--- src/logic/pdu_pkg.sv ---
`default_nettype none

package pdu_pkg;

    ////////////////////////////////////////
    // data widths
    ////////////////////////////////////////
    typedef logic [31:0] word_t;    // io bus, edit word, pc
    typedef logic [15:0] half_t;    // switches, leds, chk_addr
    typedef logic [3:0]  nibble_t;

    // cpu run mode
    typedef enum logic [1:0] {
        RS_STOP = 2'd0,
        RS_STEP = 2'd1,
        RS_RUN  = 2'd2
    } run_state_t;

    // memory-mapped io addresses
    typedef enum logic [7:0] {
        IO_LED     = 8'h00,
        IO_BTN_SW  = 8'h04,
        IO_SEG_RDY = 8'h08,
        IO_SEG     = 8'h0C,
        IO_SWX_VLD = 8'h10,
        IO_SWX     = 8'h14,
        IO_CNT     = 8'h18
    } io_addr_t;

    // display source, one-hot so it drives the rgb lamp directly
    typedef enum logic [2:0] {
        DISP_CPU  = 3'b001,
        DISP_EDIT = 3'b010,
        DISP_CHK  = 3'b100
    } disp_sel_t;

    localparam half_t LED_RESET = 16'hFFFF;
    localparam word_t SEG_RESET = 32'h1234_5678;

endpackage

`default_nettype wire
--- src/logic/pdu_top.sv ---
`timescale 1ns/1ps
`default_nettype none

module pdu_top #(
    parameter int unsigned SCAN_DIV_BITS = 12
) (
    input  logic               clk_pdu,
    input  logic               rst,
    input  logic               step,
    input  logic               cont,
    input  logic               chk,
    input  logic               data,
    input  logic               del,
    input  pdu_pkg::half_t     x,
    input  pdu_pkg::io_addr_t  io_addr,
    input  pdu_pkg::word_t     io_dout,
    input  pdu_pkg::word_t     chk_pc,
    input  pdu_pkg::word_t     chk_data,
    input  logic               io_we,
    input  logic               io_rd,
    output pdu_pkg::word_t     io_din,
    output pdu_pkg::half_t     chk_addr,
    output pdu_pkg::half_t     led,
    output logic [7:0]         an,
    output logic [6:0]         seg,
    output pdu_pkg::disp_sel_t seg_sel,
    output logic               run,
    output logic               btn_irq
);

    import pdu_pkg::*;

    // panel pulses
    logic        step_p, cont_p, chk_p, data_p, del_p, x_p;
    nibble_t     x_digit;
    logic [20:0] btn_sw;

    word_t       tmp, brk_addr, swx_data, seg_data;
    half_t       led_data;
    logic        swx_vld, swx_rd;
    logic        led_wr, seg_wr;

    assign btn_irq = data_p;    // submit doubles as interrupt

    pdu_inputs u_inputs (
        .clk_pdu (clk_pdu), .rst (rst),
        .step (step), .cont (cont), .chk (chk), .data (data), .del (del),
        .x (x),
        .step_p (step_p), .cont_p (cont_p), .chk_p (chk_p),
        .data_p (data_p), .del_p (del_p), .x_p (x_p),
        .x_digit (x_digit), .btn_sw (btn_sw)
    );

    pdu_run_ctrl u_run_ctrl (
        .clk_pdu (clk_pdu), .rst (rst),
        .step_p (step_p), .cont_p (cont_p),
        .chk_pc (chk_pc), .brk_addr (brk_addr),
        .run (run)
    );

    pdu_edit u_edit (
        .clk_pdu (clk_pdu), .rst (rst),
        .x_p (x_p), .del_p (del_p), .cont_p (cont_p), .chk_p (chk_p),
        .data_p (data_p), .run (run), .swx_rd (swx_rd), .x_digit (x_digit),
        .tmp (tmp), .brk_addr (brk_addr), .swx_data (swx_data),
        .chk_addr (chk_addr), .swx_vld (swx_vld)
    );

    pdu_io_regs u_io_regs (
        .clk_pdu (clk_pdu), .rst (rst),
        .io_we (io_we), .io_rd (io_rd), .run (run), .swx_vld (swx_vld),
        .io_addr (io_addr), .io_dout (io_dout), .swx_data (swx_data),
        .btn_sw (btn_sw),
        .io_din (io_din), .seg_data (seg_data), .led_data (led_data),
        .led_wr (led_wr), .seg_wr (seg_wr), .swx_rd (swx_rd)
    );

    pdu_display #(
        .SCAN_DIV_BITS (SCAN_DIV_BITS)
    ) u_display (
        .clk_pdu (clk_pdu), .rst (rst),
        .led_wr (led_wr), .seg_wr (seg_wr), .x_p (x_p), .del_p (del_p),
        .chk_p (chk_p), .run (run),
        .led_data (led_data), .chk_addr (chk_addr),
        .seg_data (seg_data), .tmp (tmp), .chk_data (chk_data),
        .led (led), .an (an), .seg (seg), .seg_sel (seg_sel)
    );

endmodule

`default_nettype wire

--- src/logic/pdu_display.sv ---
`timescale 1ns/1ps
`default_nettype none

module pdu_display #(
    parameter int unsigned SCAN_DIV_BITS = 12
) (
    input  logic               clk_pdu,
    input  logic               rst,
    input  logic               led_wr,
    input  logic               seg_wr,
    input  logic               x_p,
    input  logic               del_p,
    input  logic               chk_p,
    input  logic               run,
    input  pdu_pkg::half_t     led_data,
    input  pdu_pkg::half_t     chk_addr,
    input  pdu_pkg::word_t     seg_data,
    input  pdu_pkg::word_t     tmp,
    input  pdu_pkg::word_t     chk_data,
    output pdu_pkg::half_t     led,
    output logic [7:0]         an,
    output logic [6:0]         seg,
    output pdu_pkg::disp_sel_t seg_sel
);

    import pdu_pkg::*;

    localparam int CNT_W = SCAN_DIV_BITS + 3;

    logic             led_sel;      // 1 shows chk_addr
    logic [CNT_W-1:0] scan_cnt;
    logic [2:0]       digit;
    word_t            disp_word;
    nibble_t          hex;

    ////////////////////////////////////////
    // source selects
    ////////////////////////////////////////
    always_ff @(posedge clk_pdu or posedge rst) begin
        if (rst)
            led_sel <= 1'b0;
        else if (led_wr)
            led_sel <= 1'b0;
        else if (chk_p)
            led_sel <= 1'b1;
    end

    always_ff @(posedge clk_pdu or posedge rst) begin
        if (rst)
            seg_sel <= DISP_CPU;
        else if (seg_wr)
            seg_sel <= DISP_CPU;
        else if (x_p || del_p)
            seg_sel <= DISP_EDIT;       // follow the edit word
        else if (chk_p && !run)
            seg_sel <= DISP_CHK;
    end

    assign led = led_sel ? chk_addr : led_data;

    always_comb begin
        case (seg_sel)
            DISP_CPU:  disp_word = seg_data;
            DISP_EDIT: disp_word = tmp;
            DISP_CHK:  disp_word = chk_data;
            default:   disp_word = tmp;
        endcase
    end

    ////////////////////////////////////////
    // digit scan
    ////////////////////////////////////////
    always_ff @(posedge clk_pdu or posedge rst) begin
        if (rst)
            scan_cnt <= '0;
        else
            scan_cnt <= scan_cnt + 1'b1;
    end

    assign digit = scan_cnt[CNT_W-1 -: 3];
    assign an    = ~(8'b1 << digit);            // active low anode
    assign hex   = disp_word[{digit, 2'b00} +: 4];

    // segments a..g from msb, low = lit
    always_comb begin
        case (hex)
            4'h0: seg = 7'b0000001;
            4'h1: seg = 7'b1001111;
            4'h2: seg = 7'b0010010;
            4'h3: seg = 7'b0000110;
            4'h4: seg = 7'b1001100;
            4'h5: seg = 7'b0100100;
            4'h6: seg = 7'b0100000;
            4'h7: seg = 7'b0001111;
            4'h8: seg = 7'b0000000;
            4'h9: seg = 7'b0001100;
            4'hA: seg = 7'b0001000;
            4'hB: seg = 7'b1100000;
            4'hC: seg = 7'b0110001;
            4'hD: seg = 7'b1000010;
            4'hE: seg = 7'b0110000;
            default: seg = 7'b0111000;  // F
        endcase
    end

endmodule

`default_nettype wire

--- src/logic/pdu_io_regs.sv ---
`timescale 1ns/1ps
`default_nettype none

module pdu_io_regs (
    input  logic              clk_pdu,
    input  logic              rst,
    input  logic              io_we,
    input  logic              io_rd,
    input  logic              run,
    input  logic              swx_vld,
    input  pdu_pkg::io_addr_t io_addr,
    input  pdu_pkg::word_t    io_dout,
    input  pdu_pkg::word_t    swx_data,
    input  logic [20:0]       btn_sw,
    output pdu_pkg::word_t    io_din,
    output pdu_pkg::word_t    seg_data,
    output pdu_pkg::half_t    led_data,
    output logic              led_wr,
    output logic              seg_wr,
    output logic              swx_rd
);

    import pdu_pkg::*;

    word_t run_cnt;

    assign led_wr = io_we && (io_addr == IO_LED);
    assign seg_wr = io_we && (io_addr == IO_SEG);
    assign swx_rd = io_rd && (io_addr == IO_SWX);

    ////////////////////////////////////////
    // cpu output registers
    ////////////////////////////////////////
    always_ff @(posedge clk_pdu or posedge rst) begin
        if (rst) begin
            led_data <= LED_RESET;
            seg_data <= SEG_RESET;
        end else begin
            if (led_wr)
                led_data <= io_dout[15:0];
            if (seg_wr)
                seg_data <= io_dout;
        end
    end

    // counts cycles the cpu is enabled
    always_ff @(posedge clk_pdu or posedge rst) begin
        if (rst)
            run_cnt <= '0;
        else if (run)
            run_cnt <= run_cnt + 32'd1;
    end

    ////////////////////////////////////////
    // cpu read mux
    ////////////////////////////////////////
    always_comb begin
        case (io_addr)
            IO_BTN_SW:
                io_din = {11'd0, btn_sw};
            IO_SEG_RDY:
                io_din = 32'd1;         // display always ready
            IO_SWX_VLD:
                io_din = {31'd0, swx_vld};
            IO_SWX:
                io_din = swx_data;
            IO_CNT:
                io_din = run_cnt;
            default:
                io_din = '0;
        endcase
    end

endmodule

`default_nettype wire

--- src/logic/pdu_edit.sv ---
`timescale 1ns/1ps
`default_nettype none

module pdu_edit (
    input  logic             clk_pdu,
    input  logic             rst,
    input  logic             x_p,
    input  logic             del_p,
    input  logic             cont_p,
    input  logic             chk_p,
    input  logic             data_p,
    input  logic             run,
    input  logic             swx_rd,
    input  pdu_pkg::nibble_t x_digit,
    output pdu_pkg::word_t   tmp,
    output pdu_pkg::word_t   brk_addr,
    output pdu_pkg::word_t   swx_data,
    output pdu_pkg::half_t   chk_addr,
    output logic             swx_vld
);

    logic submit;   // data press with the mailbox empty
    logic set_brk;
    logic set_chk;

    assign submit  = data_p & ~swx_vld;
    assign set_brk = cont_p & ~run;
    assign set_chk = chk_p & ~run;

    ////////////////////////////////////////
    // edit word
    ////////////////////////////////////////
    always_ff @(posedge clk_pdu or posedge rst) begin
        if (rst)
            tmp <= '0;
        else if (x_p)
            tmp <= {tmp[27:0], x_digit};    // new digit enters low
        else if (del_p)
            tmp <= {4'h0, tmp[31:4]};
        else if (set_brk || submit)
            tmp <= '0;
        else if (set_chk)
            tmp <= tmp + 32'd1;             // walk through memory
    end

    // targets take the word as it was before the clear
    always_ff @(posedge clk_pdu or posedge rst) begin
        if (rst) begin
            swx_data <= '0;
            brk_addr <= '0;
            chk_addr <= '0;
        end else begin
            if (submit)
                swx_data <= tmp;
            if (set_brk)
                brk_addr <= tmp;
            if (set_chk)
                chk_addr <= tmp[15:0];
        end
    end

    always_ff @(posedge clk_pdu or posedge rst) begin
        if (rst)
            swx_vld <= 1'b0;
        else if (submit)
            swx_vld <= 1'b1;
        else if (swx_rd)
            swx_vld <= 1'b0;    // cpu fetched the word
    end

endmodule

`default_nettype wire

--- src/logic/pdu_run_ctrl.sv ---
`timescale 1ns/1ps
`default_nettype none

module pdu_run_ctrl (
    input  logic           clk_pdu,
    input  logic           rst,
    input  logic           step_p,
    input  logic           cont_p,
    input  pdu_pkg::word_t chk_pc,
    input  pdu_pkg::word_t brk_addr,
    output logic           run
);

    import pdu_pkg::*;

    run_state_t state, state_nxt;

    always_ff @(posedge clk_pdu or posedge rst) begin
        if (rst) begin
            state <= RS_STOP;
            run   <= 1'b0;
        end else begin
            state <= state_nxt;
            run   <= (state_nxt != RS_STOP);   // cpu clock enable
        end
    end

    always_comb begin
        state_nxt = state;
        case (state)
            RS_STOP: begin
                if (step_p)
                    state_nxt = RS_STEP;
                else if (cont_p)
                    state_nxt = RS_RUN;
            end
            RS_STEP:
                state_nxt = RS_STOP;    // one instruction only
            RS_RUN: begin
                // breakpoint hit
                if (chk_pc == brk_addr)
                    state_nxt = RS_STOP;
            end
            default:
                state_nxt = RS_STOP;
        endcase
    end

endmodule

`default_nettype wire

--- src/logic/pdu_inputs.sv ---
`timescale 1ns/1ps
`default_nettype none

module pdu_inputs (
    input  logic             clk_pdu,
    input  logic             rst,
    input  logic             step,
    input  logic             cont,
    input  logic             chk,
    input  logic             data,
    input  logic             del,
    input  pdu_pkg::half_t   x,
    output logic             step_p,
    output logic             cont_p,
    output logic             chk_p,
    output logic             data_p,
    output logic             del_p,
    output logic             x_p,
    output pdu_pkg::nibble_t x_digit,
    output logic [20:0]      btn_sw
);

    import pdu_pkg::*;

    logic [4:0] btn_raw;
    logic [4:0] btn_s1, btn_s2, btn_hist;
    logic [4:0] btn_rise;
    half_t      x_s1, x_s2, x_hist;
    half_t      x_diff;

    assign btn_raw = {step, cont, chk, data, del};

    ////////////////////////////////////////
    // two-flop sync plus history
    ////////////////////////////////////////
    always_ff @(posedge clk_pdu or posedge rst) begin
        if (rst) begin
            btn_s1   <= '0;
            btn_s2   <= '0;
            btn_hist <= '0;
            x_s1     <= '0;
            x_s2     <= '0;
            x_hist   <= '0;
        end else begin
            btn_s1   <= btn_raw;
            btn_s2   <= btn_s1;
            btn_hist <= btn_s2;
            x_s1     <= x;
            x_s2     <= x_s1;
            x_hist   <= x_s2;
        end
    end

    assign btn_rise = btn_s2 & ~btn_hist;   // rising edges only
    assign {step_p, cont_p, chk_p, data_p, del_p} = btn_rise;

    // switches count on any flip, either direction
    assign x_diff = x_s2 ^ x_hist;
    assign x_p    = |x_diff;

    // index of the flipped switch, 0 when several moved at once
    always_comb begin
        x_digit = '0;
        if ((x_diff & (x_diff - 16'd1)) == 16'd0) begin
            for (int i = 0; i < 16; i++) begin
                if (x_diff[i])
                    x_digit = nibble_t'(i);
            end
        end
    end

    assign btn_sw = {btn_s2, x_s2};     // buttons above switches

endmodule

`default_nettype wire

--- config.mk ---
export PLATFORM = sky130hd
export DESIGN_NAME = pdu_top
export DESIGN_NICKNAME = d
export VERILOG_FILES = /design/src/logic/pdu_pkg.sv /design/src/logic/pdu_top.sv /design/src/logic/pdu_display.sv /design/src/logic/pdu_io_regs.sv /design/src/logic/pdu_edit.sv /design/src/logic/pdu_run_ctrl.sv /design/src/logic/pdu_inputs.sv
export SDC_FILE = /design/constraint.sdc
export NUM_CORES = 1
export LEC_CHECK = 0
export BUFFER_PORTS_ARGS = -buffer_cell sky130_fd_sc_hd__clkbuf_2
export CAP_MARGIN = 20
export CORE_MARGIN = 1.5
export CORE_UTILIZATION = 35
export CTS_CLUSTER_SIZE = 10
export DETAILED_ROUTE_END_ITERATION = 10
export GPL_TIMING_DRIVEN = 0
export PLACE_DENSITY_LB_ADDON = 0.05
export SYNTH_ARGS = -nofsm -noshare
export SYNTH_HDL_FRONTEND = slang
export SYNTH_SLANG_ARGS = --single-unit
--- constraint.sdc ---
create_clock -name clk_pdu -period 8.8 [get_ports clk_pdu]
set_input_delay 1.76 -clock clk_pdu [delete_from_list [all_inputs] [get_ports clk_pdu]]
set_output_delay 1.76 -clock clk_pdu [all_outputs]
set_load 0.02 [all_outputs]
==> summary by stage <==
Synthesis
The primary flip-flop cell chosen by synthesis mapping is dfrtp_1. Yosys printed 0 warnings. The synthesized design contains 0 enable-type register cells. The post-synthesis average cell area is 11.0 um2. For this run, asynchronously set or reset flops after synthesis account for 100%. The cell count after synthesis is 1266.

After synthesis the netlist holds a flip-flop and latch count of 278. The synthesized area is 0.0139 mm2. Counting every net in the synthesized netlist gives 1404. Counting distinct cell types in the post-synthesis netlist gives 79. For this run, the register share of the synthesized area comes to 50.3%.

Die
The number of top-level pins is 213. In this run the vertical extent of the chip is 202 um. The initial cell density of the core is 35.7%.

In this run the core area contains 72 standard-cell rows. The area of the die is 0.0409 mm2. In this run the horizontal extent of the chip is 202 um.

The total area inside the core boundary comes to 0.0389 mm2.

Clock network
The maximum count of clock buffers along a single path is 3. TritonCTS built the clock tree. The H-tree was split into 2 levels. The number of instances resized during post-cts repair is 0. Buffers added to address setup during post-CTS repair amount to 0. Clock-pin slew was measured on the worst setup and hold paths at 0.05 ns.

CTS saw 278 sinks. The cell chosen for the clock root is clkbuf_16. Counting the buffers created by CTS gives 35. The hold buffer count at CTS is 0. The clock latency on the worst-skew pair is 0.54 ns.

Timing
The final count of negative-setup-slack endpoints is 0. Derived from the worst setup path, the maximum achievable clock frequency is 163 MHz. Of the available clock period, the critical path in the final layout requires 69.7%. In this run the tightest slew margin relative to its limit is 26.1%. For the pin with the worst max-slew slack, the measured transition is 1.10 ns.

The count of pins over their slew limit is 0. The minimum clock period after layout is 6.13 ns. Setup total negative slack on the finished layout was measured at 0 ns. On the final layout, the worst clock skew is 0.0149 ns. Setup repair after global routing left no endpoint under its margin. The hold violation count in the final report is 0. Setup slack on the critical path of the routed design comes to 2.67 ns.

Global route
The number of global-route vias before repair was 11300. Entering global routing, the biggest net connects 42 pins. The number of antenna violations at the first check in global routing came to 0. The global-route wire length before repair is 69800 um.

The residual overflow from global routing is 0. In the global route stage, overall resource usage came out at 22.4%.

Worst setup path
STA classifies the critical path startpoint as an input pin. For the worst setup path, the data arrival time is 4.37 ns. The critical path is of the input pin to output pin type. Of all nets on the critical path, the largest fanout is 10. At the worst endpoint, the required time is 7.04 ns. The depth of the most critical reg-to-reg path is 7. The critical path endpoint category is an output pin.

Drt
After detailed routing, the number of vias per cell comes to 5.34. In the final routed layout, each cell accounts on average for 22.0 um. The first-iteration detailed-routing DRC count is 910.

After detailed routing, the number of remaining DRC violations is 0. The remaining antenna violation count after routing is 0. The number of detailed-routing iterations run before antenna repair is 5. For this block, the routed nets add up to 45400 um of wire. The total number of vias is 11000.

Job
The number of max-cap violations is 0.

Pwr
In this run the power spent charging and discharging nets is 0.641 mW. Overall power consumption after layout is estimated at 2.85 mW. The share of power burned in registers is 46.6%. For this design the static power due to leakage is 7.90 nW. Per report_power, the combinational group accounts for 4.9% of the total. The power per unit of standard cell area is 168 mW/mm2. The power share of the clock group is 48.5%. The internal portion of total power is 2.20 mW. The switching fraction of total power is 22.5%. Across the VDD grid, the largest voltage drop is 0.125 mV.

Layout
The layout-stage area growth over the synthesis result is 21.5%. The top cell types in the final layout, fill and taps aside, are dfrtp_1 (248), clkbuf_2 (212), mux2_2 (134). The footprint of the flip-flops and latches is 0.00699 mm2.

The share of post-route cells with drive strength above 1 is 31.8%. With fillers left out, the area of the finished cells amounts to 0.0169 mm2. The net total in the final layout is 1661. In the final layout, the multi-input gates occupy 0.00632 mm2. The count of filler cells inserted in the layout is 3832. The most common cell after layout, fill and taps aside is dfrtp_1.

Worst hold path
The worst hold path stage count is 0. The worst hold path belongs to the class flop to flop.

Status
The run finished with clean final reports.

Placed design
At the placement stage, the worst setup path has a slack of 2.62 ns. The HPWL after detailed placement is 33000 um. Routability-driven placement finished with a final weighted congestion of 0.861. Summing all placed instances gives a cell area of 0.0158 mm2. The number of I/O port buffers is 212.
## worst paths after layout
check / to / from / slack (ns)
min in group asynchronous: u_inputs.x_s1[0] / rst / 1.26
worst min register to register: u_inputs.x_s2[1] / u_inputs.x_s1[1] / 0.35
worst max register to register: u_edit.tmp[15] / u_run_ctrl.run / 5.38
worst max-delay path: io_din[14] / io_addr[1] / 2.67
max in group asynchronous: u_edit.brk_addr[23] / rst / 6.51
worst min-delay path: u_inputs.x_s2[1] / u_inputs.x_s1[1] / 0.35
## cells in the mapped netlist (all sizes together), types with 7 or more instances
cell type	number	share of area, %
a211oi	18	1.1
a21oi	46	1.7
a221o	8	0.58
a221oi	25	1.6
a222oi	20	1.4
a22o	15	0.94
a31oi	8	0.36
and3	15	0.67
and4	8	0.50
buf	40	1.7
clkbuf	48	1.3
dfrtp	248	45
dfstp	30	5.7
ha	9	0.81
inv	44	1.2
mux2	135	11
nand2	118	3.2
nand2b	8	0.36
nand3	41	1.5
nand4	20	0.90
nor2	59	1.6
nor3	19	0.76
nor4	16	0.98
nor4bb	7	0.50
o211ai	7	0.41
o21ai	51	1.8
o22ai	11	0.49
xnor2	54	3.5
xor2	59	3.7
## metal layers
metal	vias to the layer above	global-route usage, %	part of all wire [%]
li1	5119	-	-
met1	5485	31.3	46
met2	359	35.4	46
met3	76	3.35	5.0
met4	0	8.02	2.9
met5	-	0	0
## power groups by stage
stage / clock, mW / combinational (mW) / sequential [mW]
after global routing: 1.47 / 0.156 / 1.33
final: 1.38 / 0.140 / 1.33
after CTS: 1.42 / 0.143 / 1.33
after detailed placement: 0 / 0.142 / 1.35
after global placement: 0 / 0.132 / 1.35
after floorplan: 0 / 0.0728 / 1.34
## worst max-delay path: stages
cell and delay [ns]:
clkbuf_2 0.07, or4_1 0.52, nor2_1 0.10, nand2_1 0.09, nor3_1 0.84, clkbuf_1 0.46, a222oi_1 0.22, inv_1 0.11
clkbuf_2 0.17
## cell type report
type | instances | area share, %
buffer | 88 | 2.50
tap | 518 | 3.84
multi-input combinational | 854 | 37.4
sequential | 278 | 41.4
inverter | 46 | 1.04
antenna | 1 | 0.0148
clock inverter | 3 | 0.326
clock buffer | 58 | 6.18
timing repair buffer | 220 | 7.32
## metrics by stage
step / hold WS [ns] / std cells / util, %
3_5_place_dp: 0.336 / 2004 / 40.6
5_1_grt: 0.351 / 2065 / 43.4
4_1_cts: 0.348 / 2065 / 43.4
3_3_place_gp: 0.333 / 1996 / 40.1
2_1_floorplan: 0.331 / 1266 / -
6_report: 0.346 / 2066 / 43.4
## flip-flops by register name, indices dropped and copies added (netlist names), 32 cells and up
register and count:
u_edit.brk_addr 32, u_edit.swx_data 32, u_edit.tmp 32, u_io_regs.run_cnt 32, u_io_regs.seg_data 32
## cells by family (layout without fill, tap and decap cells)
family	Yosys count	count (layout)	share of synthesized area, %
AO/OA/AOI/OAI	245	245	12.7
multiplexers	142	142	11.7
XOR/XNOR	113	113	7.17
other	0	1	0
AND/OR/NAND/NOR	344	344	12.9
buffers and inverters	134	415	4.27
adder cells (fa/ha/maj)	10	10	0.882
flip-flops	278	278	50.3
Note: power is estimated with default switching activity, not from simulation.
